===== src/rv32_pkg.sv =====
package rv32_pkg;

    // Basic machine types
    typedef logic [31:0] rv32_word;
    typedef logic [4:0]  rv_reg_id_t;

    typedef struct packed {
        logic [6:0] funct7;
        rv_reg_id_t rs2;
        rv_reg_id_t rs1;
        logic [2:0] funct3;
        rv_reg_id_t rd;
        logic [6:0] opcode;
    } rv32_instr_t;

    // Register file depth including x0
    localparam int NUM_REGS = 32;

    // ADDI x0, x0, 0
    localparam rv32_word RV_NOP = 32'h0000_0013;

    // Supported major opcodes
    typedef enum logic [6:0] {
        OPC_LUI    = 7'b0110111,
        OPC_AUIPC  = 7'b0010111,
        OPC_JAL    = 7'b1101111,
        OPC_JALR   = 7'b1100111,
        OPC_BRANCH = 7'b1100011,
        OPC_LOAD   = 7'b0000011,
        OPC_STORE  = 7'b0100011,
        OPC_OP_IMM = 7'b0010011,
        OPC_OP     = 7'b0110011
    } rv_opcode_e;

    typedef enum logic [3:0] {
        ALU_ADD,
        ALU_SUB,
        ALU_SLL,
        ALU_SLT,
        ALU_SLTU,
        ALU_XOR,
        ALU_SRL,
        ALU_SRA,
        ALU_OR,
        ALU_AND,
        ALU_PASS_B
    } alu_op_e;

    // Operand source for execute
    typedef enum logic [1:0] {
        BYPASS_NONE,
        BYPASS_DECODED,
        BYPASS_EXEC
    } bypass_t;

    typedef struct packed {
        alu_op_e  alu_op;
        rv32_word imm;
        logic     use_imm;
        logic     pc_src_a;
        logic     reg_write;
        logic     mem_read;
        logic     mem_write;
        logic     is_branch;
        logic     is_jump;
        logic     is_jalr;
        logic     illegal;
        bypass_t  bypass_rs1;
        bypass_t  bypass_rs2;
    } decoded_instr_t;

    // Pipeline buffers
    typedef struct packed {
        rv32_word    pc;
        rv32_instr_t instr;
    } fetch_buffer_data_t;

    typedef struct packed {
        rv32_word       pc;
        rv32_instr_t    instr;
        rv32_word       reg1;
        rv32_word       reg2;
        decoded_instr_t decoded_instr;
    } decoded_buffer_data_t;

    typedef struct packed {
        rv_reg_id_t rd;
        logic       reg_write;
        rv32_word   result;
    } exec_buffer_data_t;

    typedef struct packed {
        logic       en;
        rv_reg_id_t rd;
        rv32_word   data;
    } reg_write_t;

    // Control word of the canonical NOP
    function automatic decoded_instr_t create_nop_ctrl();
        decoded_instr_t ctrl;
        ctrl = '0;
        ctrl.alu_op = ALU_ADD;
        ctrl.bypass_rs1 = BYPASS_NONE;
        ctrl.bypass_rs2 = BYPASS_NONE;
        return ctrl;
    endfunction

endpackage


===== src/rv32_decoder.sv =====
module rv32_decoder
    import rv32_pkg::*;
(
    input  rv32_instr_t    instr,
    output decoded_instr_t decoded_instr,
    output logic [1:0]     use_rs
);

    rv32_word imm_i;
    rv32_word imm_s;
    rv32_word imm_b;
    rv32_word imm_u;
    rv32_word imm_j;
    logic     is_reg_op;
    logic     f7_zero;
    logic     f7_alt;
    alu_op_e  arith_op;
    logic     arith_ok;

    // Sign-extended immediates for every format
    assign imm_i = {{21{instr.funct7[6]}}, instr.funct7[5:0], instr.rs2};
    assign imm_s = {{21{instr.funct7[6]}}, instr.funct7[5:0], instr.rd};
    assign imm_b = {{20{instr.funct7[6]}}, instr.rd[0], instr.funct7[5:0],
                    instr.rd[4:1], 1'b0};
    assign imm_u = {instr.funct7, instr.rs2, instr.rs1, instr.funct3, 12'h000};
    assign imm_j = {{12{instr.funct7[6]}}, instr.rs1, instr.funct3, instr.rs2[0],
                    instr.funct7[5:0], instr.rs2[4:1], 1'b0};

    assign is_reg_op = (instr.opcode == OPC_OP);
    assign f7_zero = (instr.funct7 == 7'b0000000);
    assign f7_alt = (instr.funct7 == 7'b0100000);

    // ALU operation shared by OP and OP-IMM
    always_comb begin
        arith_ok = !is_reg_op || f7_zero;
        case (instr.funct3)
            3'b000: begin
                arith_op = (is_reg_op && f7_alt) ? ALU_SUB : ALU_ADD;
                arith_ok = !is_reg_op || f7_zero || f7_alt;
            end
            3'b001: begin
                arith_op = ALU_SLL;
                arith_ok = f7_zero;
            end
            3'b010: arith_op = ALU_SLT;
            3'b011: arith_op = ALU_SLTU;
            3'b100: arith_op = ALU_XOR;
            3'b101: begin
                arith_op = f7_alt ? ALU_SRA : ALU_SRL;
                arith_ok = f7_zero || f7_alt;
            end
            3'b110: arith_op = ALU_OR;
            default: arith_op = ALU_AND;
        endcase
    end

    always_comb begin
        decoded_instr = create_nop_ctrl();
        use_rs = 2'b00;
        case (rv_opcode_e'(instr.opcode))
            OPC_LUI: begin
                decoded_instr.alu_op = ALU_PASS_B;
                decoded_instr.imm = imm_u;
                decoded_instr.use_imm = 1'b1;
                decoded_instr.reg_write = 1'b1;
            end
            OPC_AUIPC: begin
                decoded_instr.imm = imm_u;
                decoded_instr.use_imm = 1'b1;
                decoded_instr.pc_src_a = 1'b1;
                decoded_instr.reg_write = 1'b1;
            end
            OPC_JAL: begin
                decoded_instr.imm = imm_j;
                decoded_instr.pc_src_a = 1'b1;
                decoded_instr.reg_write = 1'b1;
                decoded_instr.is_jump = 1'b1;
            end
            OPC_JALR: begin
                decoded_instr.imm = imm_i;
                decoded_instr.use_imm = 1'b1;
                decoded_instr.reg_write = 1'b1;
                decoded_instr.is_jump = 1'b1;
                decoded_instr.is_jalr = 1'b1;
                decoded_instr.illegal = (instr.funct3 != 3'b000);
                use_rs = 2'b01;
            end
            OPC_BRANCH: begin
                // Compare type picked from funct3[2:1]
                decoded_instr.alu_op = instr.funct3[2] ?
                    (instr.funct3[1] ? ALU_SLTU : ALU_SLT) : ALU_SUB;
                decoded_instr.imm = imm_b;
                decoded_instr.is_branch = 1'b1;
                decoded_instr.illegal = (instr.funct3[2:1] == 2'b01);
                use_rs = 2'b11;
            end
            OPC_LOAD: begin
                decoded_instr.imm = imm_i;
                decoded_instr.use_imm = 1'b1;
                decoded_instr.reg_write = 1'b1;
                decoded_instr.mem_read = 1'b1;
                decoded_instr.illegal = (instr.funct3 == 3'b011) || (instr.funct3[2:1] == 2'b11);
                use_rs = 2'b01;
            end
            OPC_STORE: begin
                decoded_instr.imm = imm_s;
                decoded_instr.use_imm = 1'b1;
                decoded_instr.mem_write = 1'b1;
                decoded_instr.illegal = instr.funct3[2] || (instr.funct3[1:0] == 2'b11);
                use_rs = 2'b11;
            end
            OPC_OP_IMM: begin
                decoded_instr.alu_op = arith_op;
                decoded_instr.imm = imm_i;
                decoded_instr.use_imm = 1'b1;
                decoded_instr.reg_write = 1'b1;
                decoded_instr.illegal = !arith_ok;
                use_rs = 2'b01;
            end
            OPC_OP: begin
                decoded_instr.alu_op = arith_op;
                decoded_instr.reg_write = 1'b1;
                decoded_instr.illegal = !arith_ok;
                use_rs = 2'b11;
            end
            default: decoded_instr.illegal = 1'b1;
        endcase

        // Illegal encodings read nothing, so they cannot stall
        if (decoded_instr.illegal) begin
            use_rs = 2'b00;
        end
    end

endmodule


===== src/rv32_hazard_unit.sv =====
module rv32_hazard_unit
    import rv32_pkg::*;
(
    input  logic [1:0]           use_rs,
    input  rv32_instr_t          current_instr,
    input  decoded_buffer_data_t decoded_buff,
    input  exec_buffer_data_t    exec_buff,
    output logic                 stall,
    output bypass_t              bypass_rs [2]
);

    rv_reg_id_t src [2];
    rv_reg_id_t dec_rd;
    logic       dec_load;
    logic       dec_write;

    assign src[0] = current_instr.rs1;
    assign src[1] = current_instr.rs2;

    // Producer currently in execute
    assign dec_rd = decoded_buff.instr.rd;
    assign dec_load = decoded_buff.decoded_instr.mem_read;
    assign dec_write = decoded_buff.decoded_instr.reg_write;

    always_comb begin
        stall = 1'b0;
        for (int i = 0; i < 2; i++) begin
            bypass_rs[i] = BYPASS_NONE;
            if (use_rs[i] && (src[i] != '0)) begin
                // Youngest producer takes priority
                if (dec_load && (dec_rd == src[i])) begin
                    // Load data is not ready until memory stage
                    stall = 1'b1;
                end else if (dec_write && (dec_rd == src[i])) begin
                    bypass_rs[i] = BYPASS_DECODED;
                end else if (exec_buff.reg_write && (exec_buff.rd == src[i])) begin
                    bypass_rs[i] = BYPASS_EXEC;
                end
            end
        end
    end

endmodule


===== src/rv32_regfile.sv =====
module rv32_regfile
    import rv32_pkg::*;
(
    input  logic       clk,
    input  logic       resetn,
    input  rv_reg_id_t rs1,
    input  rv_reg_id_t rs2,
    output rv32_word   reg1,
    output rv32_word   reg2,
    input  reg_write_t wb
);

    // x0 has no storage
    rv32_word regs [1:NUM_REGS-1];

    always_ff @(posedge clk) begin
        if (!resetn) begin
            for (int i = 1; i < NUM_REGS; i++) begin
                regs[i] <= '0;
            end
        end else if (wb.en && (wb.rd != '0)) begin
            regs[wb.rd] <= wb.data;
        end
    end

    // Write-through so writeback data reaches decode in the same cycle
    always_comb begin
        reg1 = '0;
        reg2 = '0;
        if (rs1 != '0) begin
            reg1 = (wb.en && (wb.rd == rs1)) ? wb.data : regs[rs1];
        end
        if (rs2 != '0) begin
            reg2 = (wb.en && (wb.rd == rs2)) ? wb.data : regs[rs2];
        end
    end

endmodule


===== src/rv32_decode_stage.sv =====
module rv32_decode_stage
    import rv32_pkg::*;
(
    input  logic                 clk,
    input  logic                 resetn,
    input  logic                 set_nop,
    input  logic                 stop,
    input  rv32_word             set_nop_pc,
    input  fetch_buffer_data_t   instr_data,
    output decoded_buffer_data_t decode_data,
    output logic                 stall,
    output rv_reg_id_t           rs1,
    output rv_reg_id_t           rs2,
    input  rv32_word             reg1,
    input  rv32_word             reg2,
    input  exec_buffer_data_t    exec_buff
);

    decoded_instr_t       dec_ctrl;
    logic [1:0]           use_rs;
    bypass_t              bypass_rs [2];
    decoded_buffer_data_t next_entry;

    rv32_decoder decoder_i (
        .instr         (instr_data.instr),
        .decoded_instr (dec_ctrl),
        .use_rs        (use_rs)
    );

    rv32_hazard_unit hazard_i (
        .use_rs        (use_rs),
        .current_instr (instr_data.instr),
        .decoded_buff  (decode_data),
        .exec_buff     (exec_buff),
        .stall         (stall),
        .bypass_rs     (bypass_rs)
    );

    assign rs1 = instr_data.instr.rs1;
    assign rs2 = instr_data.instr.rs2;

    always_comb begin
        next_entry.pc = instr_data.pc;
        next_entry.instr = instr_data.instr;
        next_entry.reg1 = reg1;
        next_entry.reg2 = reg2;
        next_entry.decoded_instr = dec_ctrl;
        next_entry.decoded_instr.bypass_rs1 = bypass_rs[0];
        next_entry.decoded_instr.bypass_rs2 = bypass_rs[1];

        // Bubble keeps the pc of the slot it replaces
        if (stall || set_nop || dec_ctrl.illegal) begin
            next_entry.instr = rv32_instr_t'(RV_NOP);
            next_entry.reg1 = '0;
            next_entry.reg2 = '0;
            next_entry.decoded_instr = create_nop_ctrl();
            if (set_nop) begin
                next_entry.pc = set_nop_pc;
            end
        end
    end

    always_ff @(posedge clk) begin
        if (!resetn) begin
            decode_data.pc <= '0;
            decode_data.instr <= rv32_instr_t'(RV_NOP);
            decode_data.reg1 <= '0;
            decode_data.reg2 <= '0;
            decode_data.decoded_instr <= create_nop_ctrl();
        end else if (!stop) begin
            decode_data <= next_entry;
        end
    end

endmodule


===== src/rv32_decode_top.sv =====
module rv32_decode_top
    import rv32_pkg::*;
(
    input  logic                 clk,
    input  logic                 resetn,
    input  logic                 set_nop,
    input  logic                 stop,
    input  rv32_word             set_nop_pc,
    input  fetch_buffer_data_t   instr_data,
    input  exec_buffer_data_t    exec_buff,
    input  reg_write_t           wb,
    output decoded_buffer_data_t decode_data,
    output logic                 stall
);

    // Register file read path
    rv_reg_id_t rs1;
    rv_reg_id_t rs2;
    rv32_word   reg1;
    rv32_word   reg2;

    rv32_regfile regfile_i (
        .clk    (clk),
        .resetn (resetn),
        .rs1    (rs1),
        .rs2    (rs2),
        .reg1   (reg1),
        .reg2   (reg2),
        .wb     (wb)
    );

    rv32_decode_stage decode_stage_i (
        .clk         (clk),
        .resetn      (resetn),
        .set_nop     (set_nop),
        .stop        (stop),
        .set_nop_pc  (set_nop_pc),
        .instr_data  (instr_data),
        .decode_data (decode_data),
        .stall       (stall),
        .rs1         (rs1),
        .rs2         (rs2),
        .reg1        (reg1),
        .reg2        (reg2),
        .exec_buff   (exec_buff)
    );

endmodule


===== config.mk =====
export PLATFORM = sky130hd
export DESIGN_NAME = rv32_decode_top
export DESIGN_NICKNAME = d
export VERILOG_FILES = /design/src/rv32_pkg.sv /design/src/rv32_decoder.sv /design/src/rv32_hazard_unit.sv /design/src/rv32_regfile.sv /design/src/rv32_decode_stage.sv /design/src/rv32_decode_top.sv
export SDC_FILE = /design/constraint.sdc
export NUM_CORES = 2
export LEC_CHECK = 0
export BUFFER_PORTS_ARGS = -buffer_cell sky130_fd_sc_hd__buf_2
export CAP_MARGIN = 10
export CORE_MARGIN = 4
export CORE_UTILIZATION = 56
export DETAILED_ROUTE_END_ITERATION = 12
export PLACE_DENSITY = 0.74
export SYNTH_ARGS = -nofsm -noshare
export SYNTH_HDL_FRONTEND = slang
export SYNTH_SLANG_ARGS = --single-unit

===== constraint.sdc =====
create_clock -name clk -period 6 [get_ports clk]
set_clock_uncertainty 0.1 [all_clocks]
set_input_delay 0.3 -clock clk [delete_from_list [all_inputs] [get_ports clk]]
set_output_delay 0.3 -clock clk [all_outputs]
set_load 0.02 [all_outputs]

* After elaboration in Yosys (flattened, before gate mapping)
Memory sizes are Yosys's and may differ from the RTL's. Cells that the tools add are included.
Word-level totals: output and inout bits 178, bits in latches 0, word-level logic and storage cells 129, memory bits (read-only) 0, input port bits 176, memories kept 1, bits in writable memories 992, register bits after elaboration 177
Memory list:
- regfile_i.regs | words 31, width 32, rd ports 2, clocked after Yosys merged registers in 0, wr ports 31, RTL line rv32_regfile.sv:14 | rv32_word regs [1:NUM_REGS-1];
Cells by class: eq/ne operators 25, mux-type cells 44, magnitude comparators 0, shifts and indexed selects 0, reductions and logical operators 37, bitwise operators 0, $add $sub $neg 0, $mul 0, div/mod/pow operators 0
Operators by type and width (count):
- two-way mux 32 bit | 6
- two-way mux 177 bit | 1
- one-hot mux 32 bit (5 select lines) | 1
- OR reduction 32 bit | 1
- equality test 5 bit | 6
- equality test 7 x 6 -> 1 bit (second input constant) | 4
- one-hot mux 4 bit (7 select lines) | 1
- equality test 7 bit (second input constant) | 3
- two-way mux 1 bit | 19
- two-way mux 2 bit | 9
- nonzero test 5 bit | 3
- equality test 7 x 5 -> 1 bit (second input constant) | 2
- logical AND 1 bit | 12
- one-hot mux 4 bit (3 select lines) | 1
- equality test 3 bit (second input constant) | 3
- OR reduction 3 bit | 3
- OR reduction 2 bit | 4
- equality test 7 x 2 -> 1 bit (second input constant) | 1
- logical NOT 7 bit | 1
- logical OR 1 bit | 7
- OR reduction 7 bit | 1
- equality test 3 x 2 -> 1 bit (second input constant) | 2
- two-way mux 3 bit | 2
- one-hot mux 1 bit (6 select lines) | 1
- other kinds (10) | 12

* Longest topological paths before layout
depth after elaboration 15, depth in mapped cells 11, depth with buffers taken out 7

* By module
From an unflattened synthesis, not the netlist that was laid out.
Second synthesis, totals: cells, all modules 4431, area, all modules 62124.6 um2
Modules (own cells, without submodules):
- rv32_regfile | seq. area each 30749.5 um2, cells an instance 3742, area an instance 54681.2 um2, times used 1
- rv32_decode_stage | seq. area each 3543.4 um2, cells an instance 496, area an instance 6243.5 um2, times used 1
- rv32_decoder | seq. area each 0.0 um2, cells an instance 149, area an instance 855.8 um2, times used 1
- rv32_hazard_unit | seq. area each 0.0 um2, cells an instance 44, area an instance 344.1 um2, times used 1

* Least setup slack after synthesis
Ideal clock, no wire load.
path kind input-to-reg, start input wb[34] (netlist name), end memory regfile_i.regs[28][0] (netlist name), enable pin, setup slack 1899 ps, buffers on the path 3, stages on the path 6, data required time 5434 ps, library setup time 466 ps, arrival time 3535 ps, path through clkbuf_1 > or3_1 > clkbuf_1 > nand2_1 > clkbuf_1 > o21ai_0
RTL lines:
- start, declared | RTL line rv32_decode_top.sv:11 | input reg_write_t wb,
- end, declared | RTL line rv32_regfile.sv:14

* Final worst setup path
start input instr_data[23] (netlist name), end register decode_stage_i.decode_data[51] (netlist name)
On the way: cells in the longest elaborated chain, start to end 7, elaborated cells on any way between the ends 14, those cells by class eq/ne: 2; mux: 5; reduce/logical: 6; memory: 1
RTL lines:
- start, declared | RTL line rv32_decode_top.sv:9 | input fetch_buffer_data_t instr_data,
- parallel branches: the longest is 6 deep, another holds memory read (31 x 32 bit)
- two-way mux 177 bit (*) | RTL line rv32_decode_stage.sv:52 | if (stall || set_nop || dec_ctrl.illegal) begin
Mark *: on every way between the ends. A chain may end at the register's enable or synchronous reset.

==> run metrics <==
met3 Usage GRT 12.4%; leakage power total roughly 26 nW; final RePlAce weighted congestion 0.954; Residual DRC 0; initial antenna violation count 23; RSZ-0062 raised after global routing false; Crit Path Class input pin to flip-flop; share of total power in the clock network 39.3%; Hold Crit Class input pin to flip-flop; fill count ~8,000; Final Max Tran Viols 0; crit-path max FO 22; internal power 0.0148 W; Cell Rows 121; PD cells 280 nW/um^2; sequential share of power 49.2%; DR vias between 40,000 and 50,000; fin nets 5,185; hpwl dp 139 mm; Most common cell on crit path buf_4; WL final roughly 220 mm; Routed WL per cell around 33 microns; die area 116,000 sq um; peak supply drop a little under 300 uV; Comb pwr share 11.5%; post-route cell area 70,300 sq um; Buffers on Ports approximately 320; CTS Buffer Depth 3; Final TNS setup 0 ps; crit-path cells dlygate4sd3_1, buf_2, buf_4, nand3b_1, buf_4, o22ai_1, nor4_2, a22oi_1, o21ai_0; largest net degree at the start of global routing 99; slew margin rel. 3.45%; gr ovfl total 0; hold slack 18.7 ps; most common cell in the netlist edfxtp_1; Max stage delay on crit path roughly 1100 ps; leading area contributor after synthesis edfxtp_1; Data arrival, critical path about 4500 ps; CTS resizes 0; DRT Pass-1 Iters 6; DP Area 65,300 sq um; top_reg_cell synth edfxtp_1; Final Hold Vio Count 0; antenna-violating nets left 0; #FFs+latches synth 1,201; area of the core 109,000 sq um; Distinct cells, synth 64; CTS tree yes; Tot GR Track Use a little under two fifths; post-synthesis sequential area ratio a little under three fifths; DIE WIDTH 341 microns; CP endpoint kind flip-flop; ranking of synthesized cells by area edfxtp_1 50%, mux4_2 12%, and2_1 10%, dfxtp_1 5.7%, mux2i_1 4.9%; Slowest-stage cell, CP nor4_2; post-synth top area share 49.7%; cells after synthesis roughly 4,800; Mapped Avg Cell Area 13.0 sq um; Synth-to-Final Area Change 13.5%; Inserted Clock Buffers around 120; vias per cell approximately 7; max-cap violations 0; Die Y approximately 340 microns; Required @ worst endpoint 6540 ps; CTS clk-pin slew, worst paths ~70 ps; Tmin final 3930 ps; Psw 0.00490 W; met2 Usage GRT 56.4%; GR Layer Usage met1 46.7%; vias in the first global route approximately 45,000; Post-synth top cells 1,024 x edfxtp_1, 1,004 x and2_1, 368 x clkbuf_1; first-pass GRT wire length 312 mm; clock sink count 1,201; YS warnings 0; # IOs 354; sw frac 24.9%; Post-synth EDFFs approximately 1,000; Max Freq 254 MHz; async set or reset register ratio after synthesis 0%; initial drt markers 7,053; CTS Root Cell clkbuf_16; # H-tree levels 3; Worst-Margin Slew approximately 1400 ps; synthesized area roughly 62,000 sq um; Setup-failing EPs final 0; layout cells sized above 1 a little under a quarter; Worst-Skew Late Latency 720 ps; Initial Utilization 56.7%; period utilization 65.5%; Most Crowded Layer GR met2; status finished, final reports clean; type of origin of the critical path input pin
final timing paths:
path	start	end	slack, ps	cells after the start
worst max-delay path	instr_data[23]	decode_stage_i.decode_data[51]	2070	9
worst max register to register	decode_stage_i.decode_data[124]	decode_stage_i.decode_data[96]	2660	8
worst min-delay path	instr_data[15]	decode_stage_i.decode_data[28]	20	3
worst min register to register	decode_stage_i.decode_data[114]	decode_stage_i.decode_data[114]	340	1
cells by family (layout without fill, tap and decap cells):
family	count (synthesis)	after routing	synth area share (%)
buffers and inverters	486	785	3.16
flip-flops	1201	1201	55.4
AO/OA/AOI/OAI	689	689	7.35
XOR/XNOR	30	30	0.424
other	1	51	0.00606
multiplexers	745	745	18.7
AND/OR/NAND/NOR	1630	1630	15.0
power groups by stage:
stage / Combinational [W] / Clock [W] / Sequential, W
floorplan: 0.00132 / 0 / 0.00980
global placement: 0.00210 / 0 / 0.00980
detailed placement: 0.00212 / 0 / 0.00984
CTS: 0.00218 / 0.00772 / 0.00967
global route: 0.00233 / 0.00807 / 0.00971
finish: 0.00226 / 0.00772 / 0.00969
placed cells by master, fill, tap and decap left out, types with 18 or more instances in the layout:
cell type / instances
a22oi_1: 173
mux2i_1: 302
nor4_1: 32
o221ai_1: 19
edfxtp_1: 1024
mux2_2: 124
and2_1: 1002
mux4_2: 319
dfxtp_1: 177
clkbuf_16: 130
nor2b_1: 18
dlygate4sd3_1: 96
nand2_1: 164
nor3_1: 59
diode_2: 19
nor2_1: 151
buf_4: 134
o21ai_4: 31
o22ai_1: 162
xnor2_1: 20
clkbuf_1: 31
a21oi_1: 95
o31ai_1: 30
conb_1: 32
o21ai_0: 92
clkbuf_8: 18
nand3b_1: 31
nand3_1: 73
clkinv_2: 18
buf_2: 314
registers in the layout (all words and copies together), names as in the netlist:
signal and flops:
regfile_i.regs 1024, decode_stage_i.decode_data 177
critical path: cells and delay by family:
| family | cells | cell delay, ps |
|---|---|---|
| and+or+nand+nor | 2 | 1870 |
| buffers and inverters | 4 | 1760 |
| AOI/OAI and AO/OA | 3 | 520 |
routing by layer:
metal  share of wire (%)  routed length (microns)
met4                 6.8                    14900
met3                  15                    32900
met1                  34                    74400
met5               0.014                       30
met2                  45                    98200
layout make-up:
class / instances / area, sq um / share of cell area (%)
repair buffers: 554 / 3710 / 5.28
well taps: 1476 / 1850 / 2.63
multi-input cells: 3126 / 26300 / 37.5
flip-flops and latches: 1201 / 34300 / 48.8
clock inverters: 45 / 405 / 0.577
clock buffers: 181 / 3630 / 5.16
inverters: 5 / 18.8 / 0.0267
diodes: 19 / 47.5 / 0.0676
stage by stage:
stage / utilization, % / cells / setup WS (ps) / power (W)
5_1_grt: 64.3 / 6601 / 2150 / 0.0201
2_1_floorplan: - / 4813 / 1900 / 0.0111
6_report: 64.3 / 6607 / 2070 / 0.0197
4_1_cts: 64.3 / 6588 / 2400 / 0.0196
3_3_place_gp: 59.7 / 6266 / 2020 / 0.0119
3_5_place_dp: 59.7 / 6266 / 1990 / 0.0120
timing repair:
item                                   4_1_cts  5_1_grt
endpoints found under the hold margin      107        0
setup endpoints to repair                    0        0
buffers inserted                             0        0
hold buffers                                96        0
Power figures use the tool's default switching activity.
